[src/source/arch_defs_pkg.sv]
package arch_defs_pkg;

    // ====================
    // Bus data path
    // ====================
    localparam int DATA_WIDTH = 8;

    // Register map, one byte per offset
    typedef enum logic [1:0] {
        UART_REG_CONFIG  = 2'd0,
        UART_REG_STATUS  = 2'd1,
        UART_REG_DATA    = 2'd2,
        UART_REG_COMMAND = 2'd3
    } uart_reg_offset_e;

    // One CPU register access, 13 bits wide
    typedef struct packed {
        logic                  enable;
        logic                  write;
        logic                  read;
        uart_reg_offset_e      offset;
        logic [DATA_WIDTH-1:0] wdata;
    } uart_bus_req_t;

endpackage

[src/source/uart_pkg.sv]
package uart_pkg;

    // ====================
    // Frame format
    // ====================
    // 8N1 with 16 ticks per bit
    localparam int UART_OVERSAMPLE = 16;
    localparam int UART_DATA_BITS  = 8;

    // Start bit is confirmed half a bit after the falling edge
    localparam int UART_START_CONFIRM = UART_OVERSAMPLE / 2;

    // ====================
    // Register bit fields
    // ====================
    // Status word, upper bits read as zero
    localparam int STATUS_TX_EMPTY_BIT    = 0;
    localparam int STATUS_RX_READY_BIT    = 1;
    localparam int STATUS_FRAME_ERR_BIT   = 2;
    localparam int STATUS_OVERRUN_ERR_BIT = 3;

    // Command word, write 1 to clear
    localparam int CMD_CLEAR_FRAME_ERR_BIT   = 0;
    localparam int CMD_CLEAR_OVERRUN_ERR_BIT = 1;

    // One-cycle error pulses from the receiver
    typedef struct packed {
        logic frame;
        logic overrun;
    } uart_rx_err_t;

endpackage

[src/source/uart_baud_gen.sv]
`timescale 1ns/1ps

module uart_baud_gen #(
    parameter int CLKS_PER_TICK = 4
) (
    input  logic clk,
    input  logic reset,
    output logic tick_o
);

    // Keep the counter at least one bit wide for a divide-by-one
    localparam int CNT_W = (CLKS_PER_TICK > 1) ? $clog2(CLKS_PER_TICK) : 1;
    localparam logic [CNT_W-1:0] CNT_LAST = CNT_W'(CLKS_PER_TICK - 1);

    logic [CNT_W-1:0] clk_cnt;

    // Free-running divider, tick on wrap
    always_ff @(posedge clk) begin
        if (reset) begin
            clk_cnt <= '0;
            tick_o  <= 1'b0;
        end else begin
            if (clk_cnt == CNT_LAST) begin
                clk_cnt <= '0;
                tick_o  <= 1'b1;
            end else begin
                clk_cnt <= clk_cnt + 1'b1;
                tick_o  <= 1'b0;
            end
        end
    end

endmodule

[src/source/uart_receiver.sv]
`timescale 1ns/1ps

module uart_receiver (
    input  logic                                 clk,
    input  logic                                 reset,
    input  logic                                 tick_i,
    input  logic                                 serial_rx_i,
    input  logic                                 read_ack_i,
    output logic [arch_defs_pkg::DATA_WIDTH-1:0] rx_data_o,
    output logic                                 rx_ready_o,
    output uart_pkg::uart_rx_err_t               rx_err_o
);

    localparam int TICK_W = $clog2(uart_pkg::UART_OVERSAMPLE);
    localparam int BIT_W  = $clog2(uart_pkg::UART_DATA_BITS);

    localparam logic [TICK_W-1:0] TICK_LAST  = TICK_W'(uart_pkg::UART_OVERSAMPLE - 1);
    localparam logic [TICK_W-1:0] TICK_START = TICK_W'(uart_pkg::UART_START_CONFIRM - 1);
    localparam logic [BIT_W-1:0]  BIT_LAST   = BIT_W'(uart_pkg::UART_DATA_BITS - 1);

    typedef enum logic [1:0] {
        RX_IDLE,
        RX_START,
        RX_DATA,
        RX_STOP
    } rx_state_e;

    rx_state_e                             state;
    logic      [1:0]                       rx_sync;
    logic                                  rx_line;
    logic      [TICK_W-1:0]                tick_cnt;
    logic      [BIT_W-1:0]                 bit_cnt;
    logic      [arch_defs_pkg::DATA_WIDTH-1:0] shift_reg;

    // ====================
    // Input synchronizer
    // ====================
    always_ff @(posedge clk) begin
        if (reset) begin
            rx_sync <= 2'b11;
        end else begin
            rx_sync <= {rx_sync[0], serial_rx_i};
        end
    end

    assign rx_line = rx_sync[1];

    // ====================
    // Frame FSM
    // ====================
    always_ff @(posedge clk) begin
        if (reset) begin
            state      <= RX_IDLE;
            tick_cnt   <= '0;
            bit_cnt    <= '0;
            rx_ready_o <= 1'b0;
            rx_err_o   <= '0;
        end else begin
            rx_err_o <= '0;

            // CPU took the byte
            if (read_ack_i) begin
                rx_ready_o <= 1'b0;
            end

            if (tick_i) begin
                case (state)
                    RX_IDLE: begin
                        tick_cnt <= '0;
                        if (!rx_line) begin
                            state <= RX_START;
                        end
                    end

                    RX_START: begin
                        if (tick_cnt == TICK_START) begin
                            tick_cnt <= '0;
                            bit_cnt  <= '0;
                            // Glitch on the line, go back to waiting
                            state    <= rx_line ? RX_IDLE : RX_DATA;
                        end else begin
                            tick_cnt <= tick_cnt + 1'b1;
                        end
                    end

                    RX_DATA: begin
                        if (tick_cnt == TICK_LAST) begin
                            tick_cnt <= '0;
                            // LSB first, shift in from the top
                            shift_reg <= {rx_line, shift_reg[arch_defs_pkg::DATA_WIDTH-1:1]};
                            if (bit_cnt == BIT_LAST) begin
                                state <= RX_STOP;
                            end else begin
                                bit_cnt <= bit_cnt + 1'b1;
                            end
                        end else begin
                            tick_cnt <= tick_cnt + 1'b1;
                        end
                    end

                    RX_STOP: begin
                        if (tick_cnt == TICK_LAST) begin
                            tick_cnt <= '0;
                            state    <= RX_IDLE;
                            if (!rx_line) begin
                                rx_err_o.frame <= 1'b1;
                            end else if (rx_ready_o && !read_ack_i) begin
                                // Old byte still unread, keep it
                                rx_err_o.overrun <= 1'b1;
                            end else begin
                                rx_data_o  <= shift_reg;
                                rx_ready_o <= 1'b1;
                            end
                        end else begin
                            tick_cnt <= tick_cnt + 1'b1;
                        end
                    end

                    default: begin
                        state <= RX_IDLE;
                    end
                endcase
            end
        end
    end

endmodule

[src/source/uart_transmitter.sv]
`timescale 1ns/1ps

module uart_transmitter (
    input  logic                                 clk,
    input  logic                                 reset,
    input  logic                                 tick_i,
    input  logic                                 start_i,
    input  logic [arch_defs_pkg::DATA_WIDTH-1:0] tx_data_i,
    output logic                                 busy_o,
    output logic                                 serial_tx_o
);

    localparam int TICK_W = $clog2(uart_pkg::UART_OVERSAMPLE);
    localparam int BIT_W  = $clog2(uart_pkg::UART_DATA_BITS);

    localparam logic [TICK_W-1:0] TICK_LAST = TICK_W'(uart_pkg::UART_OVERSAMPLE - 1);
    localparam logic [BIT_W-1:0]  BIT_LAST  = BIT_W'(uart_pkg::UART_DATA_BITS - 1);

    typedef enum logic [1:0] {
        TX_IDLE,
        TX_START,
        TX_DATA,
        TX_STOP
    } tx_state_e;

    tx_state_e                                 state;
    logic      [TICK_W-1:0]                    tick_cnt;
    logic      [BIT_W-1:0]                     bit_cnt;
    logic      [arch_defs_pkg::DATA_WIDTH-1:0] shift_reg;

    // ====================
    // Frame sequencer
    // ====================
    always_ff @(posedge clk) begin
        if (reset) begin
            state    <= TX_IDLE;
            tick_cnt <= '0;
            bit_cnt  <= '0;
        end else begin
            case (state)
                TX_IDLE: begin
                    // Start while busy never reaches here
                    if (start_i) begin
                        shift_reg <= tx_data_i;
                        tick_cnt  <= '0;
                        bit_cnt   <= '0;
                        state     <= TX_START;
                    end
                end

                TX_START: begin
                    if (tick_i) begin
                        tick_cnt <= tick_cnt + 1'b1;
                        if (tick_cnt == TICK_LAST) begin
                            state <= TX_DATA;
                        end
                    end
                end

                TX_DATA: begin
                    if (tick_i) begin
                        tick_cnt <= tick_cnt + 1'b1;
                        if (tick_cnt == TICK_LAST) begin
                            shift_reg <= shift_reg >> 1;
                            bit_cnt   <= bit_cnt + 1'b1;
                            if (bit_cnt == BIT_LAST) begin
                                state <= TX_STOP;
                            end
                        end
                    end
                end

                TX_STOP: begin
                    if (tick_i) begin
                        tick_cnt <= tick_cnt + 1'b1;
                        if (tick_cnt == TICK_LAST) begin
                            state <= TX_IDLE;
                        end
                    end
                end

                default: begin
                    state <= TX_IDLE;
                end
            endcase
        end
    end

    // Line level per state, idle and stop are high
    always_comb begin
        case (state)
            TX_START: serial_tx_o = 1'b0;
            TX_DATA:  serial_tx_o = shift_reg[0];
            default:  serial_tx_o = 1'b1;
        endcase
    end

    assign busy_o = (state != TX_IDLE);

endmodule

[src/source/uart_peripheral.sv]
`timescale 1ns/1ps

module uart_peripheral #(
    parameter int CLKS_PER_TICK = 4
) (
    input  logic                                 clk,
    input  logic                                 reset,
    input  arch_defs_pkg::uart_bus_req_t         bus_req_i,
    output logic [arch_defs_pkg::DATA_WIDTH-1:0] rdata_o,
    input  logic                                 serial_rx_i,
    output logic                                 serial_tx_o
);

    localparam int DW = arch_defs_pkg::DATA_WIDTH;

    logic                   tick;
    logic                   wr_access;
    logic                   rd_access;
    logic                   data_rd;
    logic                   data_rd_dly;
    logic                   read_ack;
    logic                   tx_start;
    logic                   tx_busy;
    logic [DW-1:0]          rx_data;
    logic                   rx_ready;
    uart_pkg::uart_rx_err_t rx_err;
    logic [DW-1:0]          config_reg;
    logic [DW-1:0]          status_word;
    logic                   frame_err_flag;
    logic                   overrun_err_flag;
    logic                   clear_frame_err;
    logic                   clear_overrun_err;

    // ====================
    // Access decode
    // ====================
    // Write takes priority if both strobes are set
    assign wr_access = bus_req_i.enable && bus_req_i.write;
    assign rd_access = bus_req_i.enable && bus_req_i.read && !bus_req_i.write;

    assign tx_start = wr_access && (bus_req_i.offset == arch_defs_pkg::UART_REG_DATA);
    assign data_rd  = rd_access && (bus_req_i.offset == arch_defs_pkg::UART_REG_DATA);

    assign clear_frame_err = wr_access
        && (bus_req_i.offset == arch_defs_pkg::UART_REG_COMMAND)
        && bus_req_i.wdata[uart_pkg::CMD_CLEAR_FRAME_ERR_BIT];
    assign clear_overrun_err = wr_access
        && (bus_req_i.offset == arch_defs_pkg::UART_REG_COMMAND)
        && bus_req_i.wdata[uart_pkg::CMD_CLEAR_OVERRUN_ERR_BIT];

    // Acknowledge only the first cycle of a data read
    always_ff @(posedge clk) begin
        if (reset) begin
            data_rd_dly <= 1'b0;
        end else begin
            data_rd_dly <= data_rd;
        end
    end

    assign read_ack = data_rd && !data_rd_dly;

    // ====================
    // Registers
    // ====================
    always_ff @(posedge clk) begin
        if (reset) begin
            config_reg       <= '0;
            frame_err_flag   <= 1'b0;
            overrun_err_flag <= 1'b0;
        end else begin
            if (wr_access && (bus_req_i.offset == arch_defs_pkg::UART_REG_CONFIG)) begin
                config_reg <= bus_req_i.wdata;
            end

            // Sticky flags, a clear beats a set in the same cycle
            if (clear_frame_err) begin
                frame_err_flag <= 1'b0;
            end else if (rx_err.frame) begin
                frame_err_flag <= 1'b1;
            end

            if (clear_overrun_err) begin
                overrun_err_flag <= 1'b0;
            end else if (rx_err.overrun) begin
                overrun_err_flag <= 1'b1;
            end
        end
    end

    always_comb begin
        status_word = '0;
        status_word[uart_pkg::STATUS_TX_EMPTY_BIT]    = !tx_busy;
        status_word[uart_pkg::STATUS_RX_READY_BIT]    = rx_ready;
        status_word[uart_pkg::STATUS_FRAME_ERR_BIT]   = frame_err_flag;
        status_word[uart_pkg::STATUS_OVERRUN_ERR_BIT] = overrun_err_flag;
    end

    // Read mux, zero outside a read
    always_comb begin
        rdata_o = '0;
        if (rd_access) begin
            case (bus_req_i.offset)
                arch_defs_pkg::UART_REG_CONFIG: rdata_o = config_reg;
                arch_defs_pkg::UART_REG_STATUS: rdata_o = status_word;
                arch_defs_pkg::UART_REG_DATA:   rdata_o = rx_data;
                default:                        rdata_o = '0;
            endcase
        end
    end

    // ====================
    // Serial blocks
    // ====================
    uart_baud_gen #(
        .CLKS_PER_TICK(CLKS_PER_TICK)
    ) u_baud_gen (
        .clk   (clk),
        .reset (reset),
        .tick_o(tick)
    );

    uart_receiver u_receiver (
        .clk        (clk),
        .reset      (reset),
        .tick_i     (tick),
        .serial_rx_i(serial_rx_i),
        .read_ack_i (read_ack),
        .rx_data_o  (rx_data),
        .rx_ready_o (rx_ready),
        .rx_err_o   (rx_err)
    );

    uart_transmitter u_transmitter (
        .clk        (clk),
        .reset      (reset),
        .tick_i     (tick),
        .start_i    (tx_start),
        .tx_data_i  (bus_req_i.wdata),
        .busy_o     (tx_busy),
        .serial_tx_o(serial_tx_o)
    );

endmodule

[config.mk]
export PLATFORM = sky130hd
export DESIGN_NAME = uart_peripheral
export DESIGN_NICKNAME = d
export VERILOG_FILES = /design/src/source/arch_defs_pkg.sv /design/src/source/uart_pkg.sv /design/src/source/uart_baud_gen.sv /design/src/source/uart_receiver.sv /design/src/source/uart_transmitter.sv /design/src/source/uart_peripheral.sv
export SDC_FILE = /design/constraint.sdc
export NUM_CORES = 1
export LEC_CHECK = 0
export ABC_AREA = 1
export BUFFER_PORTS_ARGS = -buffer_cell sky130_fd_sc_hd__clkbuf_2
export CAP_MARGIN = 20
export CELL_PAD_IN_SITES_DETAIL_PLACEMENT = 1
export CELL_PAD_IN_SITES_GLOBAL_PLACEMENT = 2
export CORE_ASPECT_RATIO = 0.75
export CORE_UTILIZATION = 40
export CTS_BUF_LIST = sky130_fd_sc_hd__clkbuf_8
export DETAILED_ROUTE_END_ITERATION = 7
export PLACE_DENSITY = 0.87
export SETUP_SLACK_MARGIN = 0.5
export SYNTH_ARGS = -nofsm -noshare
export SYNTH_HDL_FRONTEND = slang
export SYNTH_HIERARCHICAL = 1
export SYNTH_SLANG_ARGS = --single-unit
[constraint.sdc]
create_clock -name clk -period 3.44 [get_ports clk]
set_clock_uncertainty 0.05 [all_clocks]
set_input_delay 0.344 -clock clk [delete_from_list [all_inputs] [get_ports clk]]
set_output_delay 0.344 -clock clk [all_outputs]
set_load 0.1 [all_outputs]
==> results of run 1 <==
placed cells by master, fill, tap and decap left out, types with 2 or more instances in the layout:
master / count
nand2_1: 87
nor2_1: 46
inv_1: 40
dfxtp_1: 37
clkbuf_2: 24
edfxtp_1: 24
a21oi_1: 21
nand3_1: 20
ha_1: 13
nand3b_1: 10
clkbuf_8: 10
nand4_1: 8
nand2_2: 6
inv_2: 5
nor3_1: 5
o21ai_0: 5
nor2_4: 4
bufinv_16: 2
or2_2: 2
xor2_1: 2
nand3_2: 2
cells by family (layout without fill, tap and decap cells):
family                   count (synthesis)  in the layout  share of synthesized area, %
XOR/XNOR                                 2              2                        0.6070
AND/OR/NAND/NOR                        193            193                         30.78
adder cells (fa/ha/maj)                 13             13                         5.635
flip-flops                              61             61                         50.63
AO/OA/AOI/OAI                           29             29                         5.288
buffers and inverters                   48             85                         7.065
per-layer routing:
layer  global-route usage, %  part of all wire [%]
met1                   23.78                    50
met2                   30.57                    45
met3                   5.780                   4.0
met4                   6.280                   1.2
met5                       0                     0
synthesized netlist by cell type:
| cell | number | area, sq um |
|---|---|---|
| nor2_2 | 1 | 6.260 |
| inv_2 | 5 | 18.77 |
| buf_2 | 1 | 5.000 |
| nand3b_1 | 10 | 75.07 |
| buf_6 | 3 | 33.78 |
| xor2_1 | 2 | 17.52 |
| or2_1 | 1 | 6.260 |
| edfxtp_1 | 24 | 720.7 |
| clkinv_1 | 1 | 3.750 |
| o21ai_2 | 1 | 8.760 |
| nand3_1 | 20 | 100.1 |
| o21ai_0 | 6 | 30.03 |
| nand4_1 | 8 | 50.05 |
| nor3_1 | 5 | 25.02 |
| inv_1 | 38 | 142.6 |
| nand2_2 | 6 | 37.54 |
| nand2_1 | 87 | 326.6 |
| nand3_2 | 2 | 20.02 |
| a21oi_2 | 1 | 8.760 |
| nor2_4 | 4 | 45.04 |
| or2_2 | 2 | 12.51 |
| nand2_4 | 1 | 11.26 |
| ha_1 | 13 | 162.7 |
| nor2_1 | 46 | 172.7 |
| a21oi_1 | 21 | 105.1 |
| dfxtp_1 | 37 | 740.7 |
power by group:
group	leakage (nW)	switching (mW)	total, mW	internal [mW]
Sequential	0.517	0.0248	0.825	0.800
Clock	0.115	0.266	0.687	0.421
Combinational	0.817	0.231	0.325	0.0941
worst max-delay path, stage by stage, from the launching register on:
cell and delay, ns:
dfxtp_1 0.33, inv_1 0.15, ha_1 0.25, inv_1 0.09
nand3b_1 0.17, nand3_1 0.09, nand2_1 0.06, inv_1 0.08
clkbuf_2 0.45
through the flow:
| stage | total power, mW | setup WS, ns |
|---|---|---|
| after floorplan | 1.090 | 0.7474 |
| after global placement | 1.158 | 1.141 |
| after detailed placement | 1.166 | 1.092 |
| after CTS | 1.866 | 0.9991 |
| after global routing | 1.939 | 0.8358 |
| final | 1.837 | 1.039 |
final timing paths:
kind                                                to  slack, ns  cells past startpoint
setup / recovery                            rdata_o[0]       1.04                      8
hold / removal        u_receiver/rx_sync[0]$_SDFF_PP1_       0.14                      2
setup reg to reg  u_transmitter/shift_reg[5]$_DFFE_PP_       1.10                      6
hold reg to reg       u_baud_gen/clk_cnt[0]$_SDFF_PP0_       0.37                      1
layout make-up:
| class | instances | area, sq um |
|---|---|---|
| fillers | 871 | 3581 |
| flip-flops and latches | 61 | 1461 |
| multi-input cells | 237 | 1221 |
| inverters | 44 | 165.2 |
| clock buffers | 10 | 137.6 |
| repair buffers | 25 | 127.6 |
| well taps | 98 | 122.6 |
| clock inverters | 6 | 80.08 |
==> flow_summary_export.csv, run 1 <==
group,metric,value,unit
floorplan,start_util,41.85,%
timing,whs,0.1404,ns
synthesis,synth_cell_types,26,
cts,clock_latency,0.34,ns
placement,placed_area,0.003098,sq mm
flow_run,cap_violations,0,
finish,utilization,48.08,%
timing,worst_pin_slew,0.7773,ns
floorplan,rows,26,
detailed_routing,via_per_inst,4.798,
finish,stdcell_area,0.003316,sq mm
synthesis,seq_area_frac_synth,50.63,%
timing,finalHoldViolations,0,
detailed_routing,vias,2308,
floorplan,die_h,75.57,um
cts,cts.sinks,61,
cts,post_cts_resized,0,
timing,fmax,416.5,MHz
timing,setup_viol,0,
run_status,status,"finished clean",
grt,grt_max_degree,19,
floorplan,ios,25,
synthesis,synthCells,346,
timing,slew_viol_final,0,
critical_path,crit_path_start_kind,"register",
cts,clockBufferDepth,2,
detailed_routing,drc,0,
critical_path,critPathKind,"register to primary output",
grt,grtUsageTotal,18.62,%
timing,setup-tns-final,0,ns
detailed_routing,drtIter0Drc,24,
critical_path,arrival,2.01,ns
floorplan,dieWidth,100.1,um
floorplan,core_area,0.006897,sq mm
finish,drive_gt1_share,16.19,%
cts,htreeDepth,3,
detailed_routing,ant_nets,0,
cts,cts_tree,"yes",
critical_path,crit_start,"u_transmitter/state[0]$_SDFFE_PP0P_",
detailed_routing,wl,6279,um
cts,cts-buffers-inserted,9,
synthesis,syn_area,0.002887,sq mm
power_and_ir_drop,peakVddDrop,183.8,uV
timing,relSlewSlack,47.99,%
grt,first_global_vias,2357,
finish,antenna_cells,0,
grt,grt_pass1_wl,10630,um
detailed_routing,firstDrtPassIters,4,
synthesis,avgSynthCellArea,8.343,sq um
grt,antenna_found_initial,0,
placement,port_buffers,24,
timing,fin_crit_sh,69.80,%
cts,post_cts_buffers,0,
detailed_routing,avgRoutedWirePerCell,13.05,um
cts,cts-hold-fix-buffers,0,
critical_path,required,3.05,ns
placement,dp_hpwl,4805,um
synthesis,synth-seq-cells,61,
power_and_ir_drop,powerDensity,554.0,mW/mm^2
critical_path,r2r_start,"u_transmitter/state[0]$_SDFFE_PP0P_",
synthesis,yosysWarningCount,6,
cts,cts-root-buf,"clkbuf_8",
hold_path,hold_start,"serial_rx_i",
finish,fin_cells,481,
grt,grt_overflow,0,
critical_path,endpoint_kind,"primary output",
synthesis,syn_nets,375,
finish,syn2layout_area_growth,14.87,%
floorplan,die_area,0.007564,sq mm
critical_path,cp_max_fo,5,
hold_path,hold_class,"primary input to register",
timing,rsz0062_at_grt,"no",
placement,gp_congestion,0.7480,
timing,min_period,2.401,ns
placement,dp_cells,465,
finish,layout.nets,407,
cts,path_clk_slew,0.06,ns
power_and_ir_drop,leakagePower,1.448,nW
Power figures use the tool's default switching activity.
==> run 2, diff against run 1 <==
--- a/config.mk
+++ b/config.mk
@@ -5,16 +5,16 @@
 export SDC_FILE = /design/constraint.sdc
 export NUM_CORES = 1
 export LEC_CHECK = 0
-export ABC_AREA = 1
+export ABC_AREA = 0
 export BUFFER_PORTS_ARGS = -buffer_cell sky130_fd_sc_hd__clkbuf_2
 export CAP_MARGIN = 20
 export CELL_PAD_IN_SITES_DETAIL_PLACEMENT = 1
 export CELL_PAD_IN_SITES_GLOBAL_PLACEMENT = 2
 export CORE_ASPECT_RATIO = 0.75
-export CORE_UTILIZATION = 40
+export CORE_UTILIZATION = 37
 export CTS_BUF_LIST = sky130_fd_sc_hd__clkbuf_8
 export DETAILED_ROUTE_END_ITERATION = 7
-export PLACE_DENSITY = 0.87
+export PLACE_DENSITY = 0.78
 export SETUP_SLACK_MARGIN = 0.5
 export SYNTH_ARGS = -nofsm -noshare
 export SYNTH_HDL_FRONTEND = slang
==> constraint.sdc (replaced) <==
create_clock -name clk -period 1.9 [get_ports clk]
set_clock_uncertainty 0.05 [all_clocks]
set_input_delay 0.19 -clock clk [delete_from_list [all_inputs] [get_ports clk]]
set_output_delay 0.19 -clock clk [all_outputs]
set_load 0.1 [all_outputs]
==> flow_summary_export.csv, run 2 <==
group,metric,value,unit
placement,gp_congestion,0.7521,
cts,cts_tree,"yes",
synthesis,synthArstFlopShare,0,%
critical_path,r2r_start,"u_transmitter/state[1]$_SDFFE_PP0P_",
power_and_ir_drop,peakVddDrop,436.0,uV
critical_path,crit_path_start_kind,"register",
synthesis,synth-edff-count,24,
detailed_routing,drc,0,
floorplan,rows,27,
power_and_ir_drop,p_seq_share,40.1,%
placement,pre_cts_ws,0.01586,ns
power_and_ir_drop,p_int,2.538,mW
timing,min_period,1.927,ns
critical_path,critPathSlowestCell,"a2111o_1",
grt,first_global_vias,2265,
synthesis,yosysWarningCount,6,
floorplan,start_util,38.11,%
power_and_ir_drop,clkPwrFrac,31.4,%
finish,layout.nets,352,
finish,antenna_cells,0,
critical_path,arrival,2.10,ns
finish,n_fill_cell,751,
timing,finalHoldViolations,0,
finish,layout_common_cells,"buf_4 (33), nor2_1 (25), dfxtp_1 (25), edfxtp_1 (24), buf_6 (14)",
hold_path,hold_start,"bus_req_i[1]",
floorplan,dieWidth,102.3,um
floorplan,core_area,0.007331,sq mm
flow_run,cap_violations,0,
power_and_ir_drop,leakagePower,1.552,nW
timing,worst_pin_slew,0.4585,ns
grt,antenna_found_initial,0,
synthesis,muxShareOfSynthArea,9.987,%
power_and_ir_drop,power.switching,1.099,mW
detailed_routing,wl,7981,um
timing,setup_ws,-0.02678,ns
critical_path,cp_max_fo,3,
detailed_routing,firstDrtPassIters,4,
cts,cts-root-buf,"clkbuf_8",
timing,setup_viol,1,
cts,htreeDepth,3,
grt,grtUsageMet3,5.014,%
synthesis,synth-seq-cells,61,
synthesis,synth_cell_types,49,
grt,met2_usage,32.62,%
synthesis,syn_area,0.002794,sq mm
finish,syn2layout_area_growth,51.86,%
detailed_routing,avgRoutedWirePerCell,18.60,um
cts,cts-buffers-inserted,9,
timing,fmax,519.0,MHz
floorplan,ios,25,
synthesis,synth_ff_type,"dfxtp_1",
finish,final_common_cell,"buf_4",
timing,relSlewSlack,69.43,%
grt,grtUsageTotal,20.53,%
synthesis,synth-simple-area-share,17.96,%
synthesis,synth_xor_area_share,0.5822,%
grt,grt_use_met1,26.34,%
detailed_routing,via_per_inst,5.110,
detailed_routing,vias,2192,
critical_path,critPathKind,"register to register",
critical_path,worstPathCellList,"buf_6 -> ha_4 -> or3_1 -> a2111o_1 -> nor3_2 -> a211oi_2",
synthesis,synth.most_common_cell,"dfxtp_1",
synthesis,synth_top_family_by_area,"simple AND/OR/NAND/NOR gates",
synthesis,synth_adder_area_share,5.822,%
run_status,status,"finished with violations",
placement,dp_cells,378,
finish,fin_cells,429,
timing,slew_viol_final,0,
grt,grt_overflow,0,
power_and_ir_drop,p_sw_share,30.21,%
grt,grt_max_degree,38,
critical_path,required,2.07,ns
critical_path,endpoint_kind,"register",
synthesis,synthTopCellsByArea,"dfxtp_1 (27%), edfxtp_1 (26%), mux2i_1 (7.2%), ha_1 (5.8%), nor2_1 (4.2%)",
placement,port_buffers,24,
synthesis,synth_compound_area_share,9.360,%
grt,grt_pass1_wl,11920,um
detailed_routing,drtIter0Drc,55,
timing,fin_crit_sh,101.4,%
finish,seq_area,0.001489,sq mm
critical_path,slowest_delay,0.45,ns
finish,multiInputGateArea,0.001629,sq mm
floorplan,die_h,77.26,um
timing,rsz0062_at_grt,"yes",
detailed_routing,ant_nets,0,
cts,cts.sinks,61,
grt,grt-busiest-layer,"met2",
run_status,violations,"negative setup slack",
synthesis,syn_nets,278,
critical_path,crit_start,"u_transmitter/state[1]$_SDFFE_PP0P_",
synthesis,synth_top_area_share,26.51,%
synthesis,synthCells,249,
power_and_ir_drop,pwr-share-comb,28.6,%
placement,dp_hpwl,4782,um
power_and_ir_drop,powerDensity,857.2,mW/mm^2
finish,drive_gt1_share,50.61,%
cts,clock_latency,0.35,ns
synthesis,avgSynthCellArea,11.22,sq um
synthesis,yosysTopAreaCell,"dfxtp_1",
cts,path_clk_slew,0.08,ns
hold_path,hold_class,"primary input to register",
synthesis,yosys-top-cells-count,"dfxtp_1 (37), nor2_1 (31), edfxtp_1 (24)",
cts,clockBufferDepth,2,
floorplan,die_area,0.007906,sq mm
synthesis,seq_area_frac_synth,52.31,%
[run 2: cell types whose count changed in the layout (fill, tap and decap cells not counted), moves of 8 or more]
cell / previous run / this run
nor2_1: 46 / 25
a21oi_1: 21 / 12
clkbuf_2: 24 / 11
nand2_1: 87 / 6
inv_1: 40 / 3
ha_1: 13 / 4
buf_12: 0 / 12
mux2i_1: 0 / 13
dfxtp_1: 37 / 25
nand3_1: 20 / 5
ha_4: 0 / 8
buf_6: 0 / 14
buf_4: 1 / 33
[run 2: final timing paths]
path | endpoint | depth (start not counted) | slack, ns
max | u_transmitter/state[0]$_SDFFE_PP0P_ | 6 | -0.03
min | overrun_err_flag$_SDFFE_PP0P_ | 2 | 0.07
max reg2reg | u_transmitter/state[0]$_SDFFE_PP0P_ | 6 | -0.03
min reg2reg | u_receiver/rx_sync[1]$_SDFF_PP1_ | 1 | 0.36
[run 2: through the flow]
stage	total power, mW	instance area [sq um]	setup TNS [ns]	hold slack (ns)	util (%)
after floorplan	1.940	3084	-0.2000	0.1965	-
after global placement	2.147	3470	0	0.3315	47.33
after detailed placement	2.170	3470	0	0.3260	47.33
after CTS	3.467	3980	0	0.05999	54.29
after global routing	3.784	4243	-0.1815	0.06461	57.88
final	3.637	4243	-0.02678	0.06980	57.88
[run 2: logic make-up after synthesis]
| group | Yosys count |
|---|---|
| adder cells (fa/ha/maj) | 13 |
| XOR/XNOR | 1 |
| AO/OA/AOI/OAI | 38 |
| AND/OR/NAND/NOR | 90 |
| buffers and inverters | 19 |
| flip-flops | 61 |
| multiplexers | 27 |
[run 2: power by group through the flow]
stage / Combinational [mW] / Clock [mW] / Sequential (mW)
after floorplan: 0.475 / 0 / 1.47
after global placement: 0.675 / 0 / 1.47
after detailed placement: 0.695 / 0 / 1.47
after CTS: 0.862 / 1.16 / 1.44
after global routing: 1.11 / 1.22 / 1.46
final: 1.04 / 1.14 / 1.46
[run 2: cell type report]
| cell class | count | share of cell area, % |
|---|---|---|
| Inverter | 7 | 0.9437 |
| Timing Repair Buffer | 75 | 18.11 |
| Clock inverter | 7 | 1.563 |
| Clock buffer | 9 | 2.919 |
| Tap cell | 101 | 2.978 |
| Multi-Input combinational cell | 169 | 38.40 |
| Sequential cell | 61 | 35.09 |
[run 2: metal layers]
layer | share of wire, % | routed length (um)
met1 | 45 | 3605
met2 | 50 | 4003
met3 | 3.2 | 259
met4 | 1.4 | 113
met5 | 0 | 0
[run 2: what timing repair did]
item,CTS,global route
pin swaps,13,14
resized for setup,33,44
hold buffers,1,0
endpoints found under the setup margin,51,54
buffers inserted,21,13
cloned,0,0
endpoints found under the hold margin,1,0
[run 2: worst max-delay path: cells and delay by family (launching register included)]
kind            cells  cell delay (ns)
flops               1             0.37
fa+ha+maj           1             0.15
buf+inv             1             0.13
compound gates      2             0.50
simple gates        2             0.58
==> run 3, diff against run 2 <==
--- a/config.mk
+++ b/config.mk
@@ -11,10 +11,10 @@
 export CELL_PAD_IN_SITES_DETAIL_PLACEMENT = 1
 export CELL_PAD_IN_SITES_GLOBAL_PLACEMENT = 2
 export CORE_ASPECT_RATIO = 0.75
-export CORE_UTILIZATION = 37
+export CORE_UTILIZATION = 30
 export CTS_BUF_LIST = sky130_fd_sc_hd__clkbuf_8
 export DETAILED_ROUTE_END_ITERATION = 7
-export PLACE_DENSITY = 0.78
+export PLACE_DENSITY = 0.65
 export SETUP_SLACK_MARGIN = 0.5
 export SYNTH_ARGS = -nofsm -noshare
 export SYNTH_HDL_FRONTEND = slang
==> flow_summary_export.csv, run 3 (synthesis results as in run 2) <==
group,metric,value,unit
power_and_ir_drop,powerDensity,872.1,mW/mm^2
hold_path,hold_class,"primary input to register",
grt,met2_usage,24.60,%
detailed_routing,avgRoutedWirePerCell,15.65,um
detailed_routing,via_per_inst,4.667,
timing,setup_viol,0,
timing,slew_viol_final,0,
critical_path,critPathKind,"register to primary output",
placement,placed_area,0.003511,sq mm
critical_path,cp_max_fo,3,
placement,dp_hpwl,4806,um
critical_path,r2r_start,"u_transmitter/state[1]$_SDFFE_PP0P_",
floorplan,rows,30,
timing,fmax,529.9,MHz
timing,fin_crit_sh,99.33,%
detailed_routing,drc,1,
floorplan,dieWidth,113.4,um
cts,path_clk_slew,0.08,ns
hold_path,hold_start,"bus_req_i[1]",
grt,first_global_vias,2115,
timing,relSlewSlack,69.63,%
timing,min_period,1.887,ns
cts,htreeDepth,3,
grt,grt_pass1_wl,11340,um
grt,grt-busiest-layer,"met2",
floorplan,die_h,85.58,um
detailed_routing,firstDrtPassIters,6,
grt,grt_max_degree,38,
grt,grt_use_met1,20.95,%
run_status,status,"finished with violations",
placement,gp_congestion,0.7151,
power_and_ir_drop,peakVddDrop,292.2,uV
critical_path,cpMostUsedCell,"nor2_2",
floorplan,start_util,30.89,%
floorplan,die_area,0.009707,sq mm
flow_run,cap_violations,0,
detailed_routing,wl,6996,um
finish,n_fill_cell,953,
critical_path,required,1.66,ns
timing,rsz0062_at_grt,"yes",
critical_path,reg2reg_slack,0.02,ns
power_and_ir_drop,leakagePower,1.529,nW
critical_path,critPathSlowestCell,"dfxtp_4",
detailed_routing,drtIter0Drc,84,
cts,cts.sinks,61,
grt,grt_overflow,0,
finish,layout.nets,343,
cts,cts_tree,"yes",
detailed_routing,vias,2086,
timing,finalHoldViolations,0,
placement,dp_cells,406,
critical_path,worstPathCellList,"inv_4 -> ha_4 -> inv_2 -> nor2_2 -> nor2_2 -> a2111oi_4 -> buf_12",
grt,antenna_found_initial,0,
critical_path,slowest_delay,0.37,ns
placement,port_buffers,24,
cts,cts-buffers-inserted,9,
floorplan,core_area,0.009046,sq mm
timing,worst_pin_slew,0.4555,ns
cts,clock_latency,0.35,ns
critical_path,arrival,1.65,ns
grt,grtUsageMet3,5.230,%
cts,clockBufferDepth,2,
critical_path,crit_start,"u_transmitter/state[1]$_SDFFE_PP0P_",
finish,fin_cells,447,
finish,stdcell_area,0.004200,sq mm
finish,antenna_cells,0,
finish,drive_gt1_share,48.90,%
cts,cts-root-buf,"clkbuf_8",
finish,layout_common_cells,"dfxtp_1 (28), buf_4 (28), nor2_1 (25), edfxtp_1 (24), mux2i_1 (13)",
floorplan,ios,25,
run_status,violations,"design-rule violations",
detailed_routing,ant_nets,0,
critical_path,crit_path_start_kind,"register",
finish,syn2layout_area_growth,50.34,%
grt,grtUsageTotal,15.88,%
critical_path,endpoint_kind,"primary output",
-- run 3: final timing paths --
check | cells after the start | to
worst min register to register | 1 | u_baud_gen/clk_cnt[0]$_SDFF_PP0_
worst min-delay path | 2 | overrun_err_flag$_SDFFE_PP0P_
worst max-delay path | 7 | rdata_o[0]
worst max register to register | 6 | u_transmitter/shift_reg[5]$_DFFE_PP_
-- run 3: cell type report --
| class | count | area [sq um] | share of cell area [%] |
|---|---|---|---|
| well taps | 128 | 160.2 | 3.813 |
| inverters | 7 | 37.54 | 0.8937 |
| repair buffers | 66 | 705.7 | 16.80 |
| multi-input cells | 169 | 1608 | 38.28 |
| clock inverters | 7 | 80.08 | 1.906 |
| flip-flops and latches | 61 | 1485 | 35.36 |
| clock buffers | 9 | 123.9 | 2.949 |
-- run 3: where the power goes --
| part | total [mW] | switching, mW | internal, mW | leakage (nW) |
|---|---|---|---|---|
| sequential | 1.45 | 0.0361 | 1.41 | 0.522 |
| clock | 1.21 | 0.586 | 0.626 | 0.103 |
| combinational | 1.00 | 0.472 | 0.529 | 0.904 |
| total | 3.66 | 1.09 | 2.57 | 1.53 |
-- run 3: per-stage QoR --
| stage | total power [mW] | utilization (%) | setup TNS [ns] | hold WS [ns] | worst slack, ns |
|---|---|---|---|---|---|
| floorplan | 1.940 | - | -0.2000 | 0.1965 | -0.2000 |
| global placement | 2.159 | 38.81 | 0 | 0.3233 | 0.08955 |
| detailed placement | 2.173 | 38.81 | 0 | 0.3304 | 0.01539 |
| CTS | 3.666 | 45.38 | -0.02499 | 0.02260 | -0.01418 |
| global route | 3.837 | 46.43 | -0.6927 | 0.01606 | -0.07507 |
| finish | 3.663 | 46.43 | 0 | 0.03152 | 0.01280 |
-- run 3: repair_timing --
| action | CTS | global route |
|---|---|---|
| pin swaps | 23 | 13 |
| endpoints found under the hold margin | 1 | 0 |
| resized for setup | 57 | 10 |
| buffers inserted | 16 | 8 |
| hold buffers | 1 | 0 |
| endpoints found under the setup margin | 51 | 53 |
-- run 3: metal layers --
layer / share of wire [%] / wire, um
met1: 49 / 3411
met4: 0.73 / 51
met2: 47 / 3303
met3: 3.3 / 230
met5: 0 / 0
-- run 3: critical path: cells and delay by family (launching register included) --
family,cells,cell delay (ns)
fa+ha+maj,1,0.14
flops,1,0.37
compound gates,1,0.28
simple gates,2,0.16
buf+inv,3,0.33
